==> src/source/arb_pkg.sv <==
`default_nettype none

package arb_pkg;

    // Read arbiter states, one per requester
    typedef enum logic [1:0] {
        ARB_IDLE  = 2'd0,   // Waiting for a request
        ARB_CPU   = 2'd1,   // Main CPU ROM fetch
        ARB_VIDEO = 2'd2,   // Video engine fetch
        ARB_AUDIO = 2'd3    // Sample fetch, lowest priority
    } arb_state_t;

    // ioctl index of the main program ROM download
    localparam logic [7:0] LOADER_ROM_INDEX = 8'd0;

endpackage

`default_nettype wire

==> src/source/ddram_pkg.sv <==
`default_nettype none

package ddram_pkg;

    // DDRAM port geometry
    localparam int DDRAM_ADDR_W = 29;              // 64-bit word address
    localparam int DDRAM_DATA_W = 64;
    localparam int DDRAM_BE_W   = DDRAM_DATA_W / 8;

    // Loader and CPU side
    localparam int IOCTL_ADDR_W = 27;              // Byte address from the HPS
    localparam int IOCTL_DATA_W = 16;
    localparam int CPU_WORD_W   = 16;

    typedef logic [DDRAM_ADDR_W-1:0] ddram_addr_t;
    typedef logic [DDRAM_DATA_W-1:0] ddram_data_t;
    typedef logic [DDRAM_BE_W-1:0]   ddram_be_t;
    typedef logic [IOCTL_ADDR_W-1:0] ioctl_addr_t;
    typedef logic [IOCTL_DATA_W-1:0] ioctl_data_t;
    typedef logic [23:1]             cpu_addr_t;   // 68k word address, A0 not driven
    typedef logic [CPU_WORD_W-1:0]   cpu_word_t;

    localparam ddram_be_t BE_ALL      = '1;        // Reads always fetch the whole beat
    // Lowest 16-bit lane, moved up by two bits per word index
    localparam ddram_be_t BE_LANE_LOW = 8'h03;

endpackage

`default_nettype wire
==> src/source/pgm_mem_top.sv <==
`timescale 1ns/10ps
`default_nettype none

module pgm_mem_top (
    input  wire                         fixed_50m_clk,
    input  wire                         reset,

    // HPS download
    input  wire                         ioctl_download,
    input  wire                         ioctl_wr,
    input  wire ddram_pkg::ioctl_addr_t ioctl_addr,
    input  wire ddram_pkg::ioctl_data_t ioctl_dout,
    input  wire logic [7:0]             ioctl_index,
    output logic                        ioctl_wait,

    // CPU ROM port
    input  wire                         cpu_req,
    input  wire ddram_pkg::cpu_addr_t   cpu_addr,
    output logic                        cpu_ack,
    output ddram_pkg::cpu_word_t        cpu_data,

    // Video and audio requesters
    input  wire                         vid_rd,
    input  wire ddram_pkg::ddram_addr_t vid_addr,
    output logic                        vid_ack,
    input  wire                         sound_rd,
    input  wire ddram_pkg::ddram_addr_t sound_addr,
    output logic                        sound_ack,

    // DDRAM port
    output logic                        ddram_rd,
    output logic                        ddram_we,
    output ddram_pkg::ddram_addr_t      ddram_addr,
    output ddram_pkg::ddram_data_t      ddram_din,
    output ddram_pkg::ddram_be_t        ddram_be,
    input  wire ddram_pkg::ddram_data_t ddram_dout,
    input  wire                         ddram_busy,
    input  wire                         ddram_dout_ready
);

    import ddram_pkg::*;

    logic        wr_pending;
    ddram_addr_t wr_addr;
    ddram_data_t wr_data;
    ddram_be_t   wr_be;
    logic        cpu_fill;

    assign ioctl_wait = wr_pending;   // HPS stalls until the write is taken
    assign ddram_din  = wr_data;

    rom_loader i_rom_loader (
        .fixed_50m_clk (fixed_50m_clk),
        .reset         (reset),
        .ioctl_download(ioctl_download),
        .ioctl_wr      (ioctl_wr),
        .ioctl_addr    (ioctl_addr),
        .ioctl_dout    (ioctl_dout),
        .ioctl_index   (ioctl_index),
        .ddram_busy    (ddram_busy),
        .wr_pending    (wr_pending),
        .wr_addr       (wr_addr),
        .wr_data       (wr_data),
        .wr_be         (wr_be)
    );

    ddram_arbiter i_ddram_arbiter (
        .fixed_50m_clk   (fixed_50m_clk),
        .reset           (reset),
        .ioctl_download  (ioctl_download),
        .cpu_req         (cpu_req),
        .cpu_addr        (cpu_addr),
        .cpu_ack         (cpu_ack),
        .vid_rd          (vid_rd),
        .vid_addr        (vid_addr),
        .vid_ack         (vid_ack),
        .sound_rd        (sound_rd),
        .sound_addr      (sound_addr),
        .sound_ack       (sound_ack),
        .wr_pending      (wr_pending),
        .wr_addr         (wr_addr),
        .wr_be           (wr_be),
        .ddram_busy      (ddram_busy),
        .ddram_dout_ready(ddram_dout_ready),
        .cpu_fill        (cpu_fill),
        .ddram_rd        (ddram_rd),
        .ddram_we        (ddram_we),
        .ddram_addr      (ddram_addr),
        .ddram_be        (ddram_be)
    );

    cpu_rom_reader i_cpu_rom_reader (
        .fixed_50m_clk(fixed_50m_clk),
        .cpu_fill     (cpu_fill),
        .ddram_dout   (ddram_dout),
        .cpu_addr     (cpu_addr),
        .cpu_data     (cpu_data)
    );

endmodule

`default_nettype wire

==> src/source/cpu_rom_reader.sv <==
`timescale 1ns/10ps
`default_nettype none

module cpu_rom_reader (
    input  wire                         fixed_50m_clk,
    input  wire                         cpu_fill,
    input  wire ddram_pkg::ddram_data_t ddram_dout,
    input  wire ddram_pkg::cpu_addr_t   cpu_addr,
    output ddram_pkg::cpu_word_t        cpu_data
);

    import ddram_pkg::*;

    ddram_data_t rom_beat;   // Last beat fetched for the CPU
    cpu_word_t   rom_word;

    always_ff @(posedge fixed_50m_clk) begin
        if (cpu_fill) begin
            rom_beat <= ddram_dout;
        end
    end

    // A2:A1 picks the word inside the beat
    always_comb begin
        case (cpu_addr[2:1])
            2'd0:    rom_word = rom_beat[15:0];
            2'd1:    rom_word = rom_beat[31:16];
            2'd2:    rom_word = rom_beat[47:32];
            default: rom_word = rom_beat[63:48];
        endcase
    end

    // ROM image is little-endian, 68k wants big-endian
    assign cpu_data = {rom_word[7:0], rom_word[15:8]};

endmodule

`default_nettype wire

==> src/source/ddram_arbiter.sv <==
`timescale 1ns/10ps
`default_nettype none

module ddram_arbiter (
    input  wire                         fixed_50m_clk,
    input  wire                         reset,
    input  wire                         ioctl_download,

    // CPU ROM fetch, level handshake
    input  wire                         cpu_req,
    input  wire ddram_pkg::cpu_addr_t   cpu_addr,
    output logic                        cpu_ack,

    // Video fetch, level handshake
    input  wire                         vid_rd,
    input  wire ddram_pkg::ddram_addr_t vid_addr,
    output logic                        vid_ack,

    // Audio fetch, edge request and held ack
    input  wire                         sound_rd,
    input  wire ddram_pkg::ddram_addr_t sound_addr,
    output logic                        sound_ack,

    // Loader write latch
    input  wire                         wr_pending,
    input  wire ddram_pkg::ddram_addr_t wr_addr,
    input  wire ddram_pkg::ddram_be_t   wr_be,

    input  wire                         ddram_busy,
    input  wire                         ddram_dout_ready,

    output logic                        cpu_fill,     // Capture strobe for the CPU reader
    output logic                        ddram_rd,
    output logic                        ddram_we,
    output ddram_pkg::ddram_addr_t      ddram_addr,
    output ddram_pkg::ddram_be_t        ddram_be
);

    import ddram_pkg::*;
    import arb_pkg::*;

    arb_state_t arb_state;
    logic       rd_issued;       // Read strobe already sent for this grant
    logic       sound_rd_last;
    logic       sound_rise;

    assign sound_rise = sound_rd && !sound_rd_last;

    // One strobe per grant, held off by busy and by the loader
    assign ddram_rd = !ioctl_download && (arb_state != ARB_IDLE) && !rd_issued && !ddram_busy;

    assign cpu_fill = !ioctl_download && (arb_state == ARB_CPU) && ddram_dout_ready;

    // Write side comes straight from the loader latch
    assign ddram_we = wr_pending;
    assign ddram_be = wr_pending ? wr_be : BE_ALL;

    // Address mux, loader owns the bus during a download
    always_comb begin
        if (ioctl_download) begin
            ddram_addr = wr_addr;
        end else begin
            case (arb_state)
                ARB_CPU:   ddram_addr = ddram_addr_t'(cpu_addr[23:3]);  // 8-byte beats
                ARB_AUDIO: ddram_addr = sound_addr;
                default:   ddram_addr = vid_addr;
            endcase
        end
    end

    // Audio edge detect
    always_ff @(posedge fixed_50m_clk) begin
        if (reset) begin
            sound_rd_last <= 1'b0;
        end else begin
            sound_rd_last <= sound_rd;
        end
    end

    always_ff @(posedge fixed_50m_clk) begin
        if (reset) begin
            arb_state <= ARB_IDLE;
            rd_issued <= 1'b0;
            cpu_ack   <= 1'b0;
            vid_ack   <= 1'b0;
        end else if (ioctl_download) begin
            arb_state <= ARB_IDLE;           // Reads parked while loading
            rd_issued <= 1'b0;
        end else begin
            case (arb_state)
                ARB_IDLE: begin
                    rd_issued <= 1'b0;
                    // Acks drop only once the requester lets go
                    if (!cpu_req) cpu_ack <= 1'b0;
                    if (!vid_rd)  vid_ack <= 1'b0;
                    // No new grant while the previous ack is still up
                    if (cpu_req && !cpu_ack) begin
                        arb_state <= ARB_CPU;
                    end else if (vid_rd && !vid_ack) begin
                        arb_state <= ARB_VIDEO;
                    end else if (sound_rise) begin
                        arb_state <= ARB_AUDIO;
                    end
                end

                ARB_CPU: begin
                    if (ddram_rd) rd_issued <= 1'b1;
                    if (ddram_dout_ready) begin
                        cpu_ack   <= 1'b1;   // Beat captured by the reader this cycle
                        arb_state <= ARB_IDLE;
                    end
                end

                ARB_VIDEO: begin
                    if (ddram_rd) rd_issued <= 1'b1;
                    if (ddram_dout_ready) begin
                        vid_ack   <= 1'b1;
                        arb_state <= ARB_IDLE;
                    end
                end

                default: begin               // ARB_AUDIO
                    if (ddram_rd) rd_issued <= 1'b1;
                    if (ddram_dout_ready) arb_state <= ARB_IDLE;
                end
            endcase
        end
    end

    // Held ack for the audio side
    always_ff @(posedge fixed_50m_clk) begin
        if (reset) begin
            sound_ack <= 1'b0;
        end else if (!ioctl_download && (arb_state == ARB_AUDIO) && ddram_dout_ready) begin
            sound_ack <= 1'b1;
        end else if (!sound_rd) begin
            sound_ack <= 1'b0;               // Released only by the requester
        end
    end

endmodule

`default_nettype wire

==> src/source/rom_loader.sv <==
`timescale 1ns/10ps
`default_nettype none

module rom_loader (
    input  wire                         fixed_50m_clk,
    input  wire                         reset,
    input  wire                         ioctl_download,
    input  wire                         ioctl_wr,
    input  wire ddram_pkg::ioctl_addr_t ioctl_addr,
    input  wire ddram_pkg::ioctl_data_t ioctl_dout,
    input  wire logic [7:0]             ioctl_index,
    input  wire                         ddram_busy,
    output logic                        wr_pending,   // Also drives ioctl_wait and ddram_we
    output ddram_pkg::ddram_addr_t      wr_addr,
    output ddram_pkg::ddram_data_t      wr_data,
    output ddram_pkg::ddram_be_t        wr_be
);

    import ddram_pkg::*;
    import arb_pkg::*;

    logic wr_accept;

    // Only main ROM writes land in DDRAM, one at a time
    assign wr_accept = ioctl_download && ioctl_wr &&
                       (ioctl_index == LOADER_ROM_INDEX) && !wr_pending;

    always_ff @(posedge fixed_50m_clk) begin
        if (reset || !ioctl_download) begin
            wr_pending <= 1'b0;              // End of download drops any leftover write
        end else if (wr_accept) begin
            wr_pending <= 1'b1;
        end else if (wr_pending && !ddram_busy) begin
            wr_pending <= 1'b0;              // Write taken this cycle
        end
    end

    // Single-entry write latch
    // Held steady while the DDRAM reports busy
    always_ff @(posedge fixed_50m_clk) begin
        if (wr_accept) begin
            wr_addr <= ddram_addr_t'(ioctl_addr[IOCTL_ADDR_W-1:3]);  // Byte to beat address
            wr_data <= {4{ioctl_dout}};      // Same word on every lane
            // Word index picks the lane pair
            wr_be   <= BE_LANE_LOW << {ioctl_addr[2:1], 1'b0};
        end
    end

endmodule

`default_nettype wire

==> config.mk <==
export PLATFORM = sky130hd
export DESIGN_NAME = pgm_mem_top
export DESIGN_NICKNAME = d
export VERILOG_FILES = /design/src/source/arb_pkg.sv /design/src/source/ddram_pkg.sv /design/src/source/pgm_mem_top.sv /design/src/source/cpu_rom_reader.sv /design/src/source/ddram_arbiter.sv /design/src/source/rom_loader.sv
export SDC_FILE = /design/constraint.sdc
export NUM_CORES = 1
export LEC_CHECK = 0
export ABC_AREA = 1
export ABC_CLOCK_PERIOD_IN_PS = 4900
export BUFFER_PORTS_ARGS = -buffer_cell sky130_fd_sc_hd__clkbuf_2
export CAP_MARGIN = 40
export CORE_AREA = 2 2 128 130
export CTS_CLUSTER_SIZE = 16
export DETAILED_ROUTE_END_ITERATION = 8
export DIE_AREA = 0 0 130 132
export SYNTH_ARGS = -nofsm -noshare
export SYNTH_HDL_FRONTEND = slang
export SYNTH_SLANG_ARGS = --single-unit
==> constraint.sdc <==
create_clock -name fixed_50m_clk -period 4.9 [get_ports fixed_50m_clk]
set_input_delay 0.49 -clock fixed_50m_clk [delete_from_list [all_inputs] [get_ports fixed_50m_clk]]
set_output_delay 0.49 -clock fixed_50m_clk [all_outputs]
set_load 0.03 [all_outputs]
== Word level (Yosys, flattened, before mapping) ==
Index checks and enable logic that the tools add are counted.
Storage, ports and cells
  bits in registers: 168
  logic and storage cells: 77
Operators by class
  eq/ne operators: 11
  shift-type cells: 1
  muxes and demuxes: 18
  bitwise operators: 1
  reduce and logical (&&, ||, !) cells: 35
Operators with widths (count)
  29-bit one-hot mux with 2 select lines: 1
  16-bit one-hot mux with 3 select lines: 1
  29-bit two-way mux: 1
  1-bit logical AND: 14
  2-bit two-way mux: 5
  2-bit nonzero test: 5
  8-bit zero test: 1
  8-bit two-way mux: 1
  2-bit != test, second input constant: 4
  4-bit AND reduction: 2
  2-bit by 3-bit << shifter with 8-bit output, first input constant: 1
  1-bit zero test: 7
  1-bit two-way mux: 7
  2-bit equality test, second input constant: 3
  2-bit by 1-bit equality test with 1-bit output, second input constant: 2
  2-bit zero test: 2
  4-bit by 1-bit != test with 1-bit output, second input constant: 1
  1-bit one-hot mux with 2 select lines: 2
  3-bit OR reduction: 1
  2-bit by 1-bit != test with 1-bit output, second input constant: 1
  2-bit AND reduction: 1
  2-bit OR reduction: 1
  1-bit logical OR: 1
  1-bit NOT: 1

== Longest topological paths before layout ==
  word-level depth: 6
  depth in mapped cells: 6
  depth with buffers taken out: 6

== Modules after synthesis ==
Synthesis repeated with hierarchy kept, for this count alone.
Second synthesis, totals
  cell total of the unflattened synthesis: 510
  area total of the unflattened synthesis: 5460.2 um^2
Modules (own cells, without submodules)
  cpu_rom_reader: times used 1, cells an instance 158, area an instance 2448.6 um^2
  rom_loader: times used 1, cells an instance 130, area an instance 1895.6 um^2
  ddram_arbiter: times used 1, cells an instance 222, area an instance 1116.1 um^2

== Least setup slack after synthesis ==
Ideal clock, no wire load.
  kind: input port to flip-flop
  start point: input ioctl_download
  end point: register i_rom_loader.wr_addr[0], enable pin
  data arrival time: 3.764 ns
  required time: 4.400 ns
  setup slack: 0.636 ns
  cell stages on the path: 3
  buffers on the path: 1
  cell sequence: buf_2 > nand4_1 > nor3_1
Between the ends
  longest elaborated chain between the ends: 3
RTL lines
  from (decl): RTL line pgm_mem_top.sv:9  | input wire ioctl_download,
  1-bit logical AND (2 in series): RTL line rom_loader.sv:25  | assign wr_accept = ioctl_download && ioctl_wr &&
  1-bit logical AND: RTL line rom_loader.sv:26  | (ioctl_index == LOADER_ROM_INDEX) && !wr_pending;
  via i_rom_loader.wr_accept: RTL line rom_loader.sv:22  | logic wr_accept;
  to (signal assigned): RTL line rom_loader.sv:42  | wr_addr <= ddram_addr_t'(ioctl_addr[IOCTL_ADDR_W-1:3]);
  to (decl): RTL line rom_loader.sv:14  | output ddram_pkg::ddram_addr_t wr_addr,
The timed path passes the listed nets, and every way through them passes these cells.
A chain may end at the register's enable or synchronous reset.

== Worst setup path after layout ==
  start point: register i_ddram_arbiter.arb_state[0]
  end point: output ddram_addr[4]
Between the ends
  longest elaborated chain between the ends: 3
  elaborated cells on any way between the ends: 4
  classes of those cells: eq/ne: 2; mux: 2
RTL lines
  from (decl): RTL line ddram_arbiter.sv:42  | arb_state_t arb_state;
  from (signal assigned): RTL line ddram_arbiter.sv:82  | arb_state <= ARB_IDLE;
  from (signal assigned): RTL line ddram_arbiter.sv:87  | arb_state <= ARB_IDLE;
  from (signal assigned): RTL line ddram_arbiter.sv:98  | arb_state <= ARB_CPU;
  2-bit equality test / 2-bit by 1-bit equality test with 1-bit output (equally long branches): RTL line ddram_arbiter.sv:63  | case (arb_state)
  29-bit one-hot mux with 2 select lines (*): RTL line ddram_arbiter.sv:63
  29-bit two-way mux (*): RTL line ddram_arbiter.sv:60  | if (ioctl_download) begin
  to (decl): RTL line pgm_mem_top.sv:33  | output ddram_pkg::ddram_addr_t ddram_addr,
Every way passes the cells marked *; elsewhere a longest branch is shown, timed or not.

==> impl_metrics.py <==
metrics = {
    "clocking": {
        "postCtsHoldBufs": 0,
        "insertion_delay_ns": 0.40,
        "cts.htree.levels": 4,
        "postCtsSetupBuffers": 0,
        "cts_tree": "built",
        "cts_resized": 0,
        "cts_sinks": 116,
        "cts_made_buffers": 17,
        "clk_pin_slew_ns": 0.05,
        "clock_path_buffers": 2,
        "root_buffer": "clkbuf_16",
    },
    "drt": {
        "dr_total_vias": 4335,
        "drtIter0Drc": 179,
        "ant_nets": 0,
        "first_pass_iters": 6,
        "drt_drc_violations_left": 0,
        "routedWlPerCell_um": 14.6,
        "wirelength_um": 14600,
        "vias_per_cell": 4.34,
    },
    "sta": {
        "hold_violations": 0,
        "max_freq_mhz": 371,
        "period_share_pct": 55.0,
        "skew_ns": 0.00373,
        "fin_hold_ws_ns": 0.261,
        "post-route-min-period_ns": 2.69,
        "tightest_slew_ns": 0.697,
        "tns_ns": 0,
        "rsz0062_at_grt": "no",
        "maxSlewHeadroom_pct": 53.5,
        "setup_viol": 0,
        "drv_slew": 0,
    },
    "synthesis": {
        "synth_top_area_share_pct": 62.1,
        "syn-num-nets": 692,
        "synth_area_um2": 5230,
        "synth.avg_cell_area_um2": 10.7,
        "synth.area.top_cells": "edfxtp_1, nand2_1, buf_4",
        "yosys.area_share.adder_pct": 0,
        "synth_compound_area_share_pct": 5.68,
        "yosys.area_share.simple_pct": 17.7,
        "ys_ff_latch": 116,
        "yosysUniqueCellTypes": 24,
        "synth_xor_area_share_pct": 0,
        "synthMuxAreaShare_pct": 0,
        "yosysSeqAreaShare_pct": 65.1,
        "synth_top_family_by_area": "simple AND/OR/NAND/NOR gates",
        "ys_warn_count": 0,
        "netlist_instances": 487,
        "yosys.area.top_type": "edfxtp_1",
    },
    "die": {
        "die_w_um": 130,
        "ios": 328,
        "coreArea_um2": 15700,
        "dieArea_um2": 17200,
        "rows": 46,
        "initial_core_util_pct": 33.3,
        "fp.dieH_um": 132,
    },
    "placement": {
        "dp.cells": 966,
        "portBuffers": 326,
        "dp_hpwl_um": 11100,
        "gp_congestion": 0.777,
    },
    "job": {
        "cap_violations": 0,
    },
    "setup_path": {
        "required_ns": 4.41,
        "path_buf_inv": 2,
        "critPathSlowestCell": "nor2_4",
        "r2r_slack_ns": 2.22,
        "crit_arrival_ns": 2.20,
        "cp_cell_sequence": "inv_2 > nor2_4 > nand2_1 > a31oi_1 > clkbuf_2",
        "critPathKind": "reg -> out",
        "crit_cells": 5,
        "cp-end-kind": "output port",
        "cp_top_family": "simple AND/OR/NAND/NOR gates",
        "reg2reg_depth": 5,
        "startpoint": "i_ddram_arbiter.arb_state[0]",
        "r2r-start": "i_ddram_arbiter.arb_state[0]",
        "cp_max_fo": 23,
        "critPathCapture": "ddram_addr[4]",
        "rr_endpoint": "i_cpu_rom_reader.rom_beat[35]",
        "slowest_delay_ns": 0.49,
        "start_kind": "flop",
    },
    "global_route": {
        "grt_first_pass_wirelength_um": 21600,
        "grt_pass1_vias": 4198,
        "antenna_found_initial": 0,
        "grt_use_total_pct": 16.7,
        "grt-ovfl-total": 0,
        "grt_max_degree": 43,
    },
    "layout": {
        "fin_cells": 998,
        "nNetsFinal": 974,
        "n_fill_cell": 1501,
        "antenna_cells": 0,
        "areaGrowthSynthToFinish_pct": 39.0,
        "final_core_util_pct": 46.2,
        "drive_gt1_share_pct": 47.8,
        "ff_latch_area_um2": 3400,
        "multiInputGateArea_um2": 1230,
    },
    "power_and_ir_drop": {
        "p_leak_nw": 3.28,
        "peakVddDrop_uv": 279,
        "p_per_area_nw_per_um2": 356,
    },
    "hold_path": {
        "hold_class": "in -> reg",
    },
    "status": {
        "status": "completed",
    },
}
flip-flops by register name, summed over array words and instances (netlist names):
signal                         count
i_rom_loader.wr_data              16
i_ddram_arbiter.rd_issued          1
i_cpu_rom_reader.rom_beat         64
i_ddram_arbiter.cpu_ack            1
i_ddram_arbiter.sound_ack          1
i_ddram_arbiter.vid_ack            1
i_ddram_arbiter.arb_state          2
i_rom_loader.wr_addr              24
i_rom_loader.wr_be                 4
i_ddram_arbiter.sound_rd_last      1
i_rom_loader.wr_pending            1
synthesized netlist by cell type:
library cell,count
a211oi_1,1
a21oi_1,26
a31oi_1,21
buf_1,1
buf_2,8
buf_4,54
buf_6,3
buf_8,1
clkbuf_1,3
dfxtp_1,8
edfxtp_1,108
inv_1,22
inv_2,2
nand2_1,150
nand2_2,3
nand3_1,11
nand4_1,17
nor2_1,36
nor2_4,1
nor3_1,1
nor4_1,1
o21ai_0,4
o31ai_1,1
or2_2,4
where the power goes:
group	leakage, nW	internal [mW]	switching (mW)
Combinational	1.95	0.102	0.157
Clock	0.286	0.793	0.435
Sequential	1.04	1.09	0.00359
kinds of logic (layout without fill, tap and decap cells):
family	Yosys count	after routing
buffers and inverters	94	389
AND/OR/NAND/NOR	224	224
AO/OA/AOI/OAI	53	53
flip-flops	116	116
metal layers:
layer	GRT usage [%]	vias up	part of all wire, %
met1	17.1	1928	37
met5	0	-	0
met2	30.3	202	52
met3	7.02	15	9.1
met4	5.02	0	1.4
li1	-	2190	-
metrics by stage:
stage | worst slack, ns | total power [mW] | area, um2
final | 2.21 | 2.58 | 7260
after global routing | 1.93 | 2.68 | 7260
after CTS | 2.16 | 2.61 | 7260
after detailed placement | 2.17 | 1.38 | 6680
after global placement | 2.18 | 1.38 | 6680
after floorplan | 0.636 | 1.25 | 5230
cell type report:
class                           instances  share of cell area, %
Multi-Input combinational cell        277                   16.9
Clock inverter                         15                   2.24
Tap cell                              216                   3.72
Timing Repair Buffer                  333                   23.2
Clock buffer                           17                   5.86
Sequential cell                       116                   46.9
Inverter                               24                   1.24
how the worst min path moves through the flow:
stage,from,endpoint,slack [ns],cells after the start
global placement,i_ddram_arbiter.rd_issued,i_ddram_arbiter.rd_issued,0.44,2
floorplan,i_ddram_arbiter.rd_issued,i_ddram_arbiter.rd_issued,0.43,2
detailed placement,i_ddram_arbiter.rd_issued,i_ddram_arbiter.rd_issued,0.44,2
finish,ddram_dout[24],i_cpu_rom_reader.rom_beat[24],0.26,1
CTS,ioctl_dout[3],i_rom_loader.wr_data[51],0.24,1
global route,ddram_dout[28],i_cpu_rom_reader.rom_beat[28],0.24,1
placed cells by master (no fill, tap or decap):
cell type / synthesis / routed
a211oi_1: 1 / 1
nor2_1: 36 / 36
or2_2: 4 / 4
nor2_4: 1 / 1
nor4_1: 1 / 1
nand2_2: 3 / 3
clkinv_1: 0 / 3
a21oi_1: 26 / 26
o31ai_1: 1 / 1
nand2_1: 150 / 150
clkinv_4: 0 / 1
clkinvlp_4: 0 / 2
clkinv_2: 0 / 4
nor3_2: 0 / 1
dfxtp_1: 8 / 8
edfxtp_1: 108 / 108
buf_4: 54 / 7
nand4_1: 17 / 17
inv_2: 2 / 3
clkbuf_2: 0 / 326
inv_6: 0 / 2
nand3_1: 11 / 11
a31oi_1: 21 / 21
inv_1: 22 / 21
bufinv_16: 0 / 3
o21ai_0: 4 / 4
clkbuf_16: 0 / 17
(Power assumes the default switching activity.)
